## config.mk

```make
export PLATFORM = sky130hd
export DESIGN_NAME = dga_decode_top
export DESIGN_NICKNAME = d
export VERILOG_FILES = /design/src/dga_pkg.sv /design/src/dga_tick_if.sv /design/src/dga_decode_top.sv /design/src/panel_control.sv /design/src/panel_timebase.sv /design/src/power_monitor.sv /design/src/refresh_requester.sv
export SDC_FILE = /design/constraint.sdc
export NUM_CORES = 1
export LEC_CHECK = 0
export ABC_AREA = 1
export ABC_CLOCK_PERIOD_IN_PS = 1100
export BUFFER_PORTS_ARGS = -buffer_cell sky130_fd_sc_hd__buf_2
export CAP_MARGIN = 30
export CORE_MARGIN = 2
export CORE_UTILIZATION = 50
export DETAILED_ROUTE_END_ITERATION = 7
export GPL_TIMING_DRIVEN = 0
export PLACE_DENSITY = 0.74
export SETUP_SLACK_MARGIN = 0.05
export SLEW_MARGIN = 20
export SYNTH_ARGS = -nofsm -noshare
export SYNTH_HDL_FRONTEND = slang
export SYNTH_SLANG_ARGS = --single-unit
export TNS_END_PERCENT = 30
```

## constraint.sdc

```tcl
create_clock -name clk -period 1.1 [get_ports clk]
set_input_delay 0.22 -clock clk [delete_from_list [all_inputs] [get_ports clk]]
set_output_delay 0.22 -clock clk [all_outputs]
set_load 0.01 [all_outputs]
```

## src/dga_pkg.sv

```systemverilog
////////////////////////////////////////////////////////////////////////////
// DGA panel and power decode package
// Divider ratios, hold and timeout counts, counter widths, refresh FSM
// state codes and the panel status codes shown on the internal data bus
////////////////////////////////////////////////////////////////////////////
package dga_pkg;

  // Timebase ratios
  // clk cycles per prescale tick
  localparam int PRESCALE_DIV = 16;
  // Prescale ticks per RTC tick, normal mode
  localparam int RTC_DIV_20MS = 8;
  // Prescale ticks per RTC tick, 5 ms mode
  localparam int RTC_DIV_5MS  = 2;
  // clk cycles per refresh tick
  localparam int REF_DIV      = 24;

  // Power good must hold this many prescale ticks
  localparam int PWR_HOLD     = 4;
  // clk cycles of unanswered refresh request before timeout
  localparam int REF_TIMEOUT  = 20;

  // Counter widths
  localparam int PRE_CNT_W  = $clog2(PRESCALE_DIV);
  localparam int RTC_CNT_W  = $clog2(RTC_DIV_20MS);
  localparam int REF_CNT_W  = $clog2(REF_DIV);
  localparam int HOLD_CNT_W = $clog2(PWR_HOLD + 1);
  localparam int TOUT_CNT_W = $clog2(REF_TIMEOUT + 1);

  // Refresh handshake FSM
  localparam int             REF_ST_W    = 2;
  localparam logic [REF_ST_W-1:0] REF_IDLE = 2'd0;
  // ref_req high, waiting for ack
  localparam logic [REF_ST_W-1:0] REF_REQ  = 2'd1;
  // ref_req dropped, waiting for ack to fall
  localparam logic [REF_ST_W-1:0] REF_WAIT = 2'd2;

  // Status code on internal data bus, highest priority first
  localparam int               IDB_W    = 3;
  localparam logic [IDB_W-1:0] IDB_MCL  = 3'd7;
  localparam logic [IDB_W-1:0] IDB_LOAD = 3'd6;
  localparam logic [IDB_W-1:0] IDB_CONT = 3'd5;
  localparam logic [IDB_W-1:0] IDB_RST  = 3'd4;
  localparam logic [IDB_W-1:0] IDB_PRQ  = 3'd2;
  localparam logic [IDB_W-1:0] IDB_RTC  = 3'd1;
  localparam logic [IDB_W-1:0] IDB_NONE = 3'd0;

endpackage

```

## src/dga_tick_if.sv

```systemverilog
////////////////////////////////////////////////////////////////////////////
// Timebase tick bundle
// One-cycle tick pulses and the panel oscillator level
////////////////////////////////////////////////////////////////////////////
interface dga_tick_if;

  // One-cycle pulses
  logic pre_tick;
  logic rtc_tick;
  logic ref_tick;
  // Square wave, toggles per prescale tick
  logic pan_osc;

  // Driven by the timebase
  modport src (
    output pre_tick,
    output rtc_tick,
    output ref_tick,
    output pan_osc
  );

  // Consumers
  modport sink (
    input pre_tick,
    input rtc_tick,
    input ref_tick,
    input pan_osc
  );

endinterface

```

## src/dga_decode_top.sv

```systemverilog
////////////////////////////////////////////////////////////////////////////
// DGA panel and power decode, top level
// Timebase, power monitor, panel control and refresh requester
////////////////////////////////////////////////////////////////////////////
module dga_decode_top import dga_pkg::*; (
  input  logic             clk,
  input  logic             rst,
  // Timebase controls
  input  logic             test_en,
  input  logic             sel_5ms,
  // Supply
  input  logic             power_sense,
  input  logic             pwcl,
  // Operator panel, active low
  input  logic             stop_n,
  input  logic             sstop_n,
  input  logic             start_n,
  input  logic             load_n,
  input  logic             continue_n,
  input  logic             prq_n,
  input  logic             emcl_n,
  input  logic             clrti_n,
  // Memory refresh handshake
  input  logic             ref_ack,
  output logic             ref_req,
  output logic             bus_timeout,
  // Status
  output logic             power_fail_n,
  output logic             stopped,
  output logic             master_clear,
  output logic [IDB_W-1:0] idb,
  output logic             pan_n,
  output logic             pan_osc
);

  logic power_fail;

  dga_tick_if tick_bus ();

  panel_timebase u_timebase (
    .clk     (clk),
    .rst     (rst),
    .test_en (test_en),
    .sel_5ms (sel_5ms),
    .tick    (tick_bus.src)
  );

  power_monitor u_power (
    .clk         (clk),
    .rst         (rst),
    .power_sense (power_sense),
    .pwcl        (pwcl),
    .tick        (tick_bus.sink),
    .power_fail  (power_fail)
  );

  panel_control u_panel (
    .clk          (clk),
    .rst          (rst),
    .stop_n       (stop_n),
    .sstop_n      (sstop_n),
    .start_n      (start_n),
    .load_n       (load_n),
    .continue_n   (continue_n),
    .prq_n        (prq_n),
    .emcl_n       (emcl_n),
    .clrti_n      (clrti_n),
    .power_fail   (power_fail),
    .tick         (tick_bus.sink),
    .stopped      (stopped),
    .master_clear (master_clear),
    .idb          (idb),
    .pan_n        (pan_n)
  );

  refresh_requester u_refresh (
    .clk         (clk),
    .rst         (rst),
    .tick        (tick_bus.sink),
    .ref_req     (ref_req),
    .ref_ack     (ref_ack),
    .bus_timeout (bus_timeout)
  );

  // Bus side wants power fail active low
  assign power_fail_n = ~power_fail;
  assign pan_osc      = tick_bus.pan_osc;

endmodule

```

## src/panel_control.sv

```systemverilog
////////////////////////////////////////////////////////////////////////////
// Panel control
// Operator latches, master clear, RTC and panel request flags, and the
// priority encoder driving the status code on the internal data bus
////////////////////////////////////////////////////////////////////////////
module panel_control import dga_pkg::*; (
  input  logic             clk,
  input  logic             rst,
  // Panel switches, all active low levels
  input  logic             stop_n,
  input  logic             sstop_n,
  input  logic             start_n,
  input  logic             load_n,
  input  logic             continue_n,
  input  logic             prq_n,
  input  logic             emcl_n,
  input  logic             clrti_n,
  input  logic             power_fail,
  dga_tick_if.sink         tick,
  output logic             stopped,
  output logic             master_clear,
  output logic [IDB_W-1:0] idb,
  output logic             pan_n
);

  // Current latch state
  logic load_q;
  logic cont_q;
  logic rstrq_q;
  logic rtc_q;

  // Next state, registered outputs follow these so every input lands
  // on the outputs one edge later
  logic             mcl_d;
  logic             stop_set;
  logic             stop_clr;
  logic             stopped_d;
  logic             lat_clr;
  logic             load_d;
  logic             cont_d;
  logic             rstrq_d;
  logic             rtc_clr;
  logic             rtc_d;
  logic [IDB_W-1:0] idb_d;

  // Master clear from power fail or emergency clear
  assign mcl_d = power_fail | ~emcl_n;

  // Stop latch, set dominates start
  assign stop_set  = ~stop_n | ~sstop_n | mcl_d;
  assign stop_clr  = ~start_n & ~stop_set;
  assign stopped_d = stop_set | (stopped & ~stop_clr);

  // Operator latches only live while stopped
  assign lat_clr = mcl_d | ~clrti_n | ~stopped | stop_clr;
  assign load_d  = ~lat_clr & (load_q | ~load_n);
  assign cont_d  = ~lat_clr & (cont_q | ~continue_n);
  // Load also raises a reset request
  assign rstrq_d = ~lat_clr & (rstrq_q | ~load_n);

  // RTC flag, clear wins over a same-cycle tick
  assign rtc_clr = ~clrti_n | mcl_d;
  assign rtc_d   = ~rtc_clr & (rtc_q | tick.rtc_tick);

  // Priority encoder
  always_comb begin
    if (mcl_d) begin
      idb_d = IDB_MCL;
    end else if (load_d) begin
      idb_d = IDB_LOAD;
    end else if (cont_d) begin
      idb_d = IDB_CONT;
    end else if (rstrq_d) begin
      idb_d = IDB_RST;
    end else if (!prq_n) begin
      // Panel request is a level, not latched
      idb_d = IDB_PRQ;
    end else if (rtc_d) begin
      idb_d = IDB_RTC;
    end else begin
      idb_d = IDB_NONE;
    end
  end

  always_ff @(posedge clk) begin
    if (rst) begin
      stopped      <= 1'b0;
      master_clear <= 1'b0;
      load_q       <= 1'b0;
      cont_q       <= 1'b0;
      rstrq_q      <= 1'b0;
      rtc_q        <= 1'b0;
      idb          <= IDB_NONE;
      pan_n        <= 1'b1;
    end else begin
      stopped      <= stopped_d;
      master_clear <= mcl_d;
      load_q       <= load_d;
      cont_q       <= cont_d;
      rstrq_q      <= rstrq_d;
      rtc_q        <= rtc_d;
      idb          <= idb_d;
      // Panel attention, masked by single stop
      pan_n        <= (idb_d == IDB_NONE) | ~sstop_n;
    end
  end

  // Operator latches imply the machine is stopped
  latch_needs_stop: assert property (
    @(posedge clk) disable iff (rst)
    (load_q || cont_q || rstrq_q) |-> stopped
  );

endmodule

```

## src/panel_timebase.sv

```systemverilog
////////////////////////////////////////////////////////////////////////////
// Panel timebase
// Prescaler, RTC divider with 5 ms select, panel oscillator and
// memory refresh divider, all running on the oscillator clock
////////////////////////////////////////////////////////////////////////////
module panel_timebase import dga_pkg::*; (
  input  logic clk,
  input  logic rst,
  // Bypass prescaler, one prescale tick per clk
  input  logic test_en,
  // Short RTC period
  input  logic sel_5ms,
  dga_tick_if.src tick
);

  logic [PRE_CNT_W-1:0] pre_cnt;
  logic [RTC_CNT_W-1:0] rtc_cnt;
  logic [REF_CNT_W-1:0] ref_cnt;
  logic                 pre_hit;
  logic [RTC_CNT_W-1:0] rtc_term;
  logic                 rtc_end;
  logic                 ref_end;

  // Prescaler terminal count, or every cycle in test mode
  assign pre_hit = test_en | (pre_cnt == PRE_CNT_W'(PRESCALE_DIV - 1));

  // RTC terminal count picked by the 5 ms select
  assign rtc_term = sel_5ms ? RTC_CNT_W'(RTC_DIV_5MS - 1)
                            : RTC_CNT_W'(RTC_DIV_20MS - 1);
  // >= so a mode switch mid-count wraps at once
  assign rtc_end  = (rtc_cnt >= rtc_term);

  assign ref_end = (ref_cnt == REF_CNT_W'(REF_DIV - 1));

  // Prescaler and panel oscillator
  always_ff @(posedge clk) begin
    if (rst) begin
      pre_cnt       <= '0;
      tick.pre_tick <= 1'b0;
      tick.pan_osc  <= 1'b0;
    end else begin
      tick.pre_tick <= pre_hit;
      // Counter parked at zero in test mode
      if (pre_hit) begin
        pre_cnt <= '0;
      end else begin
        pre_cnt <= pre_cnt + 1'b1;
      end
      if (pre_hit) begin
        tick.pan_osc <= ~tick.pan_osc;
      end
    end
  end

  // RTC divider, advances on prescale ticks only
  always_ff @(posedge clk) begin
    if (rst) begin
      rtc_cnt       <= '0;
      tick.rtc_tick <= 1'b0;
    end else begin
      tick.rtc_tick <= pre_hit & rtc_end;
      if (pre_hit) begin
        rtc_cnt <= rtc_end ? '0 : rtc_cnt + 1'b1;
      end
    end
  end

  // Refresh divider, free running on clk
  always_ff @(posedge clk) begin
    if (rst) begin
      ref_cnt       <= '0;
      tick.ref_tick <= 1'b0;
    end else begin
      tick.ref_tick <= ref_end;
      ref_cnt       <= ref_end ? '0 : ref_cnt + 1'b1;
    end
  end

  // RTC ticks are a subset of prescale ticks
  rtc_on_prescale: assert property (
    @(posedge clk) disable iff (rst) tick.rtc_tick |-> tick.pre_tick
  );

endmodule

```

## src/power_monitor.sv

```systemverilog
////////////////////////////////////////////////////////////////////////////
// Power monitor
// Power-fail flag, set at once on bad supply, released after the
// supply has stayed good for a number of prescale ticks
////////////////////////////////////////////////////////////////////////////
module power_monitor import dga_pkg::*; (
  input  logic clk,
  input  logic rst,
  // High while supply is good
  input  logic power_sense,
  // Power clear request
  input  logic pwcl,
  dga_tick_if.sink tick,
  output logic power_fail
);

  logic [HOLD_CNT_W-1:0] hold_cnt;
  logic                  power_bad;
  logic                  hold_done;

  assign power_bad = ~power_sense | pwcl;
  // Last good prescale tick of the hold window
  assign hold_done = (hold_cnt == HOLD_CNT_W'(PWR_HOLD - 1));

  always_ff @(posedge clk) begin
    if (rst) begin
      power_fail <= 1'b0;
      hold_cnt   <= '0;
    end else if (power_bad) begin
      // Immediate set, any glitch restarts the hold window
      power_fail <= 1'b1;
      hold_cnt   <= '0;
    end else if (power_fail && tick.pre_tick) begin
      if (hold_done) begin
        power_fail <= 1'b0;
        hold_cnt   <= '0;
      end else begin
        hold_cnt <= hold_cnt + 1'b1;
      end
    end
  end

  // Flag must not drop while the supply is still bad
  fail_held_low_sense: assert property (
    @(posedge clk) disable iff (rst)
    (power_fail && !power_sense) |=> power_fail
  );

endmodule

```

## src/refresh_requester.sv

```systemverilog
////////////////////////////////////////////////////////////////////////////
// Refresh requester
// Turns refresh ticks into four-phase req/ack cycles to memory, keeps
// one pending request and flags a bus timeout on a missing acknowledge
////////////////////////////////////////////////////////////////////////////
module refresh_requester import dga_pkg::*; (
  input  logic     clk,
  input  logic     rst,
  dga_tick_if.sink tick,
  output logic     ref_req,
  input  logic     ref_ack,
  output logic     bus_timeout
);

  logic [REF_ST_W-1:0]   state;
  logic [TOUT_CNT_W-1:0] wait_cnt;
  logic                  pending;
  logic                  want;
  logic                  start;
  logic                  tout_hit;

  // Work to do, fresh tick or one stored earlier
  assign want  = tick.ref_tick | pending;
  // New request only from rest with ack seen low
  assign start = want & ~ref_ack & ((state == REF_IDLE) | (state == REF_WAIT));

  assign tout_hit = (wait_cnt == TOUT_CNT_W'(REF_TIMEOUT - 1));

  always_ff @(posedge clk) begin
    if (rst) begin
      state       <= REF_IDLE;
      ref_req     <= 1'b0;
      pending     <= 1'b0;
      wait_cnt    <= '0;
      bus_timeout <= 1'b0;
    end else begin
      // Tick while busy is stored, extra ticks are lost
      if (start) begin
        pending <= 1'b0;
      end else if (tick.ref_tick) begin
        pending <= 1'b1;
      end
      case (state)
        REF_REQ: begin
          if (ref_ack) begin
            ref_req     <= 1'b0;
            bus_timeout <= 1'b0;
            state       <= REF_WAIT;
          end else if (tout_hit) begin
            bus_timeout <= 1'b1;
          end else begin
            wait_cnt <= wait_cnt + 1'b1;
          end
        end
        REF_WAIT: begin
          // Back-to-back request straight from the ack-low phase
          if (!ref_ack) begin
            state <= start ? REF_REQ : REF_IDLE;
          end
        end
        default: begin
          state <= start ? REF_REQ : REF_IDLE;
        end
      endcase
      if (start) begin
        ref_req  <= 1'b1;
        wait_cnt <= '0;
      end
    end
  end

  // No new request while memory still shows the old acknowledge
  req_not_over_ack: assert property (
    @(posedge clk) disable iff (rst) (!ref_req && ref_ack) |=> !ref_req
  );

  // Request held until acknowledged
  req_held: assert property (
    @(posedge clk) disable iff (rst) (ref_req && !ref_ack) |=> ref_req
  );

endmodule
```

Word level (Yosys, flattened, before mapping)

Cells that the tools add are included.

Register bits after elaboration: 40
Bits of input ports: 15
Output and inout port bits: 10
Word-level logic and storage cells: 116

Add/subtract/negate cells: 5
Magnitude comparators: 1
Equal/unequal tests: 8
Multiplexer cells: 21
Bitwise operators: 42
Reductions and logical operators: 17

Operator list:

| cell                                                                   | number |
|---|---|
| 3-bit two-way mux                                                      | 8 |
| 1-bit inverter                                                         | 17 |
| 1-bit bitwise OR                                                       | 16 |
| 5-bit by 1-bit adder with 5-bit output (second input constant)         | 2 |
| 5-bit equality test (second input constant)                            | 2 |
| 1-bit two-way mux                                                      | 10 |
| 2-bit nonzero test                                                     | 5 |
| 1-bit AND                                                              | 9 |
| 2-bit AND reduction                                                    | 4 |
| 2-bit OR reduction                                                     | 4 |
| 3-bit by 1-bit adder with 3-bit output (second input constant)         | 2 |
| 4-bit by 1-bit adder with 4-bit output (second input constant)         | 1 |
| 4-bit equality test (second input constant)                            | 1 |
| 2-bit two-way mux                                                      | 2 |
| 2-bit inequality test (second input constant)                          | 2 |
| 2-bit one-hot mux with 2 select lines                                  | 1 |
| 3-bit by 2-bit equality test with 1-bit output (second input constant) | 1 |
| 3-bit >= comparator                                                    | 1 |
| 3-bit logical NOT                                                      | 1 |
| 3-bit AND reduction                                                    | 1 |
| 2-bit by 1-bit equality test with 1-bit output (second input constant) | 1 |
| 2-bit equality test (second input constant)                            | 1 |
| 2-bit logical NOT                                                      | 1 |
| 1-bit logical AND                                                      | 1 |

Depth between registers and ports, before layout

Depth after elaboration: 14
Gate-level depth with buffers: 11
Depth with buffers taken out: 11

Modules after synthesis

From an unflattened synthesis, not the netlist that was laid out.

Cells, all modules: 234
Area total of the unflattened synthesis: 1821.7 µm²

By module, submodules not included:

| module            | times used | cells each | area an instance (µm²) | sequential area each (µm²) |
|---|---|---|---|---|
| panel_timebase    | 1          | 80         | 674.4                  | 320.3 |
| refresh_requester | 1          | 71         | 508.0                  | 200.2 |
| panel_control     | 1          | 56         | 442.9                  | 200.2 |
| power_monitor     | 1          | 26         | 192.7                  | 80.1 |
| dga_decode_top    | 1          | 1          | 3.8                    | 0.0 |

Worst setup path before layout

OpenSTA, ideal clock, no wires.

Path type: reg-to-reg
From: register u_timebase.rtc_cnt[1]
To: register u_timebase.rtc_cnt[0]
Arrival time: 1.080 ns
Required time: 1.030 ns
Path slack: -0.049 ns
Stages on the path, launching flop included: 9
Path buffers: 0
Clock period less this slack: 1.149 ns
Cells stage by stage: dfxtp_1 ha_1 nand2_1 nand2_1 a21oi_1 nand2_1 inv_1 nor2_1 a21oi_1

Word-level cells in the longest chain between the ends: 2

Ends and longest elaborated chain:

| item                   | RTL line             | text |
|---|---|---|
| from (decl)            | panel_timebase.sv:17 | `logic [RTC_CNT_W-1:0] rtc_cnt;` |
| from (signal assigned) | panel_timebase.sv:63 | `rtc_cnt <= rtc_end ? '0 : rtc_cnt + 1'b1;` |
| 3-bit >= comparator    | panel_timebase.sv:31 | `assign rtc_end = (rtc_cnt >= rtc_term);` |
| 3-bit two-way mux      | panel_timebase.sv:63 |  |

No other way between the ends.
A chain may end at the register's enable or synchronous reset.

Worst setup path after layout

From: register u_power.power_fail
To: register u_panel.pan_n

Word-level cells in the longest chain between the ends: 13

Ends and longest elaborated chain:

| item                   | RTL line                                                      | text |
|---|---|---|
| from (decl)            | power_monitor.sv:14                                           | `output logic power_fail` |
| from (signal assigned) | power_monitor.sv:27                                           | `power_fail <= 1'b0;` |
| from (signal assigned) | power_monitor.sv:31                                           | `power_fail <= 1'b1;` |
| from (signal assigned) | power_monitor.sv:35                                           | `power_fail <= 1'b0;` |
| 1-bit bitwise OR (*)   | panel_control.sv:47                                           | `assign mcl_d = power_fail \| ~emcl_n;` |
| 1-bit bitwise OR       | panel_control.sv:50                                           | `assign stop_set = ~stop_n \| ~sstop_n \| mcl_d;` |
| 1-bit inverter         | panel_control.sv:51                                           | `assign stop_clr = ~start_n & ~stop_set;` |
| 1-bit AND              | panel_control.sv:51                                           |  |
| 1-bit bitwise OR       | panel_control.sv:55                                           | `assign lat_clr = mcl_d \| ~clrti_n \| ~stopped \| stop_clr;` |
| 1-bit inverter         | panel_control.sv:56, panel_control.sv:57, panel_control.sv:59 |  |
| 1-bit AND              | panel_control.sv:59                                           | `assign rstrq_d = ~lat_clr & (rstrq_q \| ~load_n);` |
| 3-bit two-way mux      | panel_control.sv:73                                           | `end else if (rstrq_d) begin` |
| 3-bit two-way mux      | panel_control.sv:71                                           | `end else if (cont_d) begin` |
| 3-bit two-way mux      | panel_control.sv:69                                           | `end else if (load_d) begin` |
| 3-bit two-way mux (*)  | panel_control.sv:67                                           | `if (mcl_d) begin` |
| 3-bit logical NOT (*)  | panel_control.sv:104                                          | `pan_n <= (idb_d == IDB_NONE) \| ~sstop_n;` |
| 1-bit bitwise OR (*)   | panel_control.sv:104                                          |  |
| to (signal assigned)   | panel_control.sv:104                                          |  |
| to (decl)              | panel_control.sv:23                                           | `output logic pan_n` |

Mark *: on every way between the ends. The rest lies on a longest branch, timed or not.

==> results.json <==
{
  "finalClockSkew_ns": 0.0118,
  "swShare_pct": 26.3,
  "fp.dieH_um": 61.6,
  "syn_inst": 210,
  "cp_max_fo": 3,
  "path_clk_slew_ns": 0.11,
  "grt_max_degree": 12,
  "pwr-share-clk_pct": 26.8,
  "die-width_um": 61.6,
  "io_pins": 25,
  "grt_antenna_before_repair": 0,
  "setup_violations": 10,
  "netSwitchingPower_uw": 739,
  "total_power_mw": 2.81,
  "tritoncts_num_sinks": 40,
  "htreeDepth": 2,
  "synth-seq-area-share_pct": 48.3,
  "drt_wl_total_mm": 3.00,
  "r2r_cells": 9,
  "drc_errors": 0,
  "synthesis_warning_total": 0,
  "r2r_end": "u_panel.pan_n",
  "path_class": "flip-flop to flip-flop",
  "leak_nw": 0.997,
  "core_region_area_um2": 3100,
  "intPower_mw": 2.07,
  "setup.worst_path.start_class": "flip-flop",
  "r2r-start": "u_power.power_fail",
  "status": "complete, but fails checks",
  "hold-path-endpoint": "u_panel.rtc_q",
  "netlist_area_um2": 1660,
  "rsz0062_at_grt": "true",
  "timing.final.hold_violations": 0,
  "rows": 20,
  "dieArea_um2": 3790,
  "power.share.sequential_pct": 57.3,
  "synth_seq_cells": 40,
  "achievable-frequency_ghz": 0.847,
  "place.detailed.instances": 278,
  "start_util_pct": 53.4,
  "reg2reg_setup_slack_ns": -0.08,
  "cp.arrival_ns": 1.46,
  "max_slew.worst_pin.slew_ns": 0.466,
  "final_instance_count_without_filler_cells": 298,
  "worst_hold_startpoint": "rst",
  "drtIter0Drc": 52,
  "synth.distinct_cells": 26,
  "max-slew-margin-rel_pct": 68.9,
  "grt.total_usage_pct": 17.0,
  "layout-drive-gt1-share_pct": 41.7,
  "cap_viol_max_count": 0,
  "timing.critical_path.to_type": "flip-flop",
  "detailedPlace.worstSlack_ns": -0.191,
  "min_path_cells": 2,
  "area_growth_syn_to_layout_pct": 34.4,
  "insertedDiodeCount": 0,
  "worst_hold_slack_ns": 0.160,
  "cts-buffers-inserted": 5,
  "final-max-slew-violation-count": 0,
  "worst_hold_path_type": "input port to flip-flop",
  "port-buffer-count": 24,
  "worst_skew_pair.late_latency_ns": 0.33,
  "drt_pre_antenna_iters": 4,
  "wl_per_cell_um": 10.1,
  "cts_tree": "yes",
  "route.vias.total": 1408,
  "p_comb_share_pct": 15.8,
  "min_period_ns": 1.18,
  "syn_nets": 232,
  "critical_path.startpoint": "u_power.power_fail",
  "hpwlAfterDp_mm": 2.05,
  "nNetsFinal": 275,
  "cts.path.max_buffers": 2,
  "max-vdd-ir-drop_uv": 867,
  "worst-endpoint-required_ns": 1.37,
  "cts_root_buf": "sky130_fd_sc_hd__clkbuf_4",
  "global_route.overflow_total": 0,
  "gp_congestion": 0.785,
  "post-route-worst-setup-slack_ns": -0.0804,
  "powerDensity_nw_per_um2": 1260,
  "viasPerCell": 4.72,
  "number_of_global_route_vias_before_repair": 1178,
  "grt_first_pass_wirelength_mm": 4.65,
  "violated_checks": "negative setup slack",
  "fin_crit_sh_pct": 107,
  "route.antenna.remaining_nets": 0,
  "synthesis.area_per_instance_um2": 7.89
}
[worst max path at each step]
| stage | to | slack, ns | cells past startpoint |
|---|---|---|---|
| after floorplan | u_refresh.wait_cnt[4] | -0.04 | 7 |
| after global placement | u_panel.pan_n | -0.18 | 9 |
| after detailed placement | u_panel.pan_n | -0.19 | 9 |
| after CTS | u_timebase.rtc_cnt[0] | -0.09 | 11 |
| after global routing | u_timebase.rtc_cnt[2] | -0.18 | 9 |
| final | u_panel.pan_n | -0.08 | 9 |
[kinds of logic (layout without fill, tap and decap cells)]
family | count (synthesis) | count (layout) | synth area share, %
compound gates | 20 | 20 | 7.25
xor+xnor | 3 | 3 | 1.59
fa+ha+maj | 7 | 7 | 5.29
buf+inv | 35 | 79 | 7.93
flops | 40 | 40 | 48.3
simple gates | 105 | 105 | 29.6
[worst max-delay path: stages, from the launching register on]
cell and delay [ns]:
sky130_fd_sc_hd__dfxtp_4 0.38, sky130_fd_sc_hd__inv_4 0.07, sky130_fd_sc_hd__nand3_4 0.08, sky130_fd_sc_hd__nor2_4 0.14, sky130_fd_sc_hd__nand3_2 0.11, sky130_fd_sc_hd__nand2_1 0.07
sky130_fd_sc_hd__nand2_1 0.04, sky130_fd_sc_hd__nand2_1 0.07, sky130_fd_sc_hd__nand2_1 0.07, sky130_fd_sc_hd__o21bai_2 0.10
[per-layer routing]
layer | up-vias | part of all wire [%] | GRT usage (%)
met3 | 6 | 4.4 | 6.93
met2 | 26 | 51 | 28.6
met1 | 632 | 43 | 19.2
met4 | 0 | 1.5 | 6.38
li1 | 744 | - | -
met5 | - | 0 | 0
[stage by stage]
stage,setup TNS (ns),util [%],cell area (um2)
finish,-0.490,71.7,2230
global route,-1.61,71.7,2230
CTS,-0.491,66.1,2050
detailed placement,-1.56,60.6,1880
global placement,-1.46,60.6,1880
floorplan,-0.0851,-,1700
[sequential cells by signal, indices dropped and copies added, names as in the netlist, 2 cells and up]
signal              count
u_panel.idb             3
u_power.hold_cnt        3
u_refresh.wait_cnt      5
u_timebase.ref_cnt      5
u_refresh.state         2
u_timebase.rtc_cnt      3
u_timebase.pre_cnt      4
[power groups by stage]
| stage | Combinational [mW] | Sequential [mW] | Clock (mW) |
|---|---|---|---|
| 3_5_place_dp | 0.330 | 1.63 | 0 |
| 3_3_place_gp | 0.322 | 1.63 | 0 |
| 4_1_cts | 0.405 | 1.61 | 0.785 |
| 2_1_floorplan | 0.209 | 1.64 | 0 |
| 6_report | 0.445 | 1.61 | 0.754 |
| 5_1_grt | 0.505 | 1.62 | 0.832 |
[what timing repair did]
item,4_1_cts,5_1_grt
setup endpoints to repair,24,35
resized for setup,21,43
hold buffers,0,0
pin swaps,12,10
setup buffers,6,6
[cell usage in the layout, fill, tap and decap left out, types with 3 or more instances in the layout]
cell type / n
sky130_fd_sc_hd__nand2_1: 29
sky130_fd_sc_hd__a21oi_2: 3
sky130_fd_sc_hd__inv_2: 5
sky130_fd_sc_hd__nor2_2: 6
sky130_fd_sc_hd__nor3_1: 3
sky130_fd_sc_hd__nand3_1: 5
sky130_fd_sc_hd__dfxtp_1: 26
sky130_fd_sc_hd__buf_4: 11
sky130_fd_sc_hd__a21oi_1: 5
sky130_fd_sc_hd__inv_1: 26
sky130_fd_sc_hd__o21ai_0: 3
sky130_fd_sc_hd__dfxtp_2: 9
sky130_fd_sc_hd__nor2_1: 31
sky130_fd_sc_hd__nand2_4: 4
sky130_fd_sc_hd__nand2_2: 9
sky130_fd_sc_hd__ha_4: 4
sky130_fd_sc_hd__o21ai_1: 3
sky130_fd_sc_hd__buf_6: 5
sky130_fd_sc_hd__clkbuf_1: 3
sky130_fd_sc_hd__nor2_4: 6
sky130_fd_sc_hd__ha_1: 3
sky130_fd_sc_hd__dfxtp_4: 5
sky130_fd_sc_hd__nand3_2: 4
sky130_fd_sc_hd__buf_2: 20
sky130_fd_sc_hd__clkbuf_4: 5
sky130_fd_sc_hd__xor2_1: 3
[cells in the mapped netlist, drive strengths merged]
master | instances | area, um2
o21a | 1 | 7.51
dfxtp | 40 | 801
xor2 | 3 | 26.3
o21ba | 1 | 10.0
a21oi | 8 | 40.0
inv | 33 | 124
a211oi | 2 | 15.0
nand3 | 11 | 87.6
nor3 | 6 | 35.0
o21ai | 6 | 30.0
clkbuf | 1 | 3.75
nand3b | 1 | 7.51
nand2 | 42 | 163
o21bai | 1 | 11.3
clkinv | 1 | 3.75
nor3b | 1 | 7.51
ha | 7 | 87.6
a31oi | 1 | 6.26
nand4 | 1 | 6.26
nor2 | 43 | 184
[final cells by class]
type | instances | area [um2]
plain buffers | 1 | 3.75
clock buffers | 8 | 58.8
fillers | 247 | 877
inverters | 34 | 133
multi-input cells | 135 | 906
flip-flops and latches | 40 | 831
well taps | 44 | 55.1
repair buffers | 36 | 239
(Power assumes the default switching activity.)
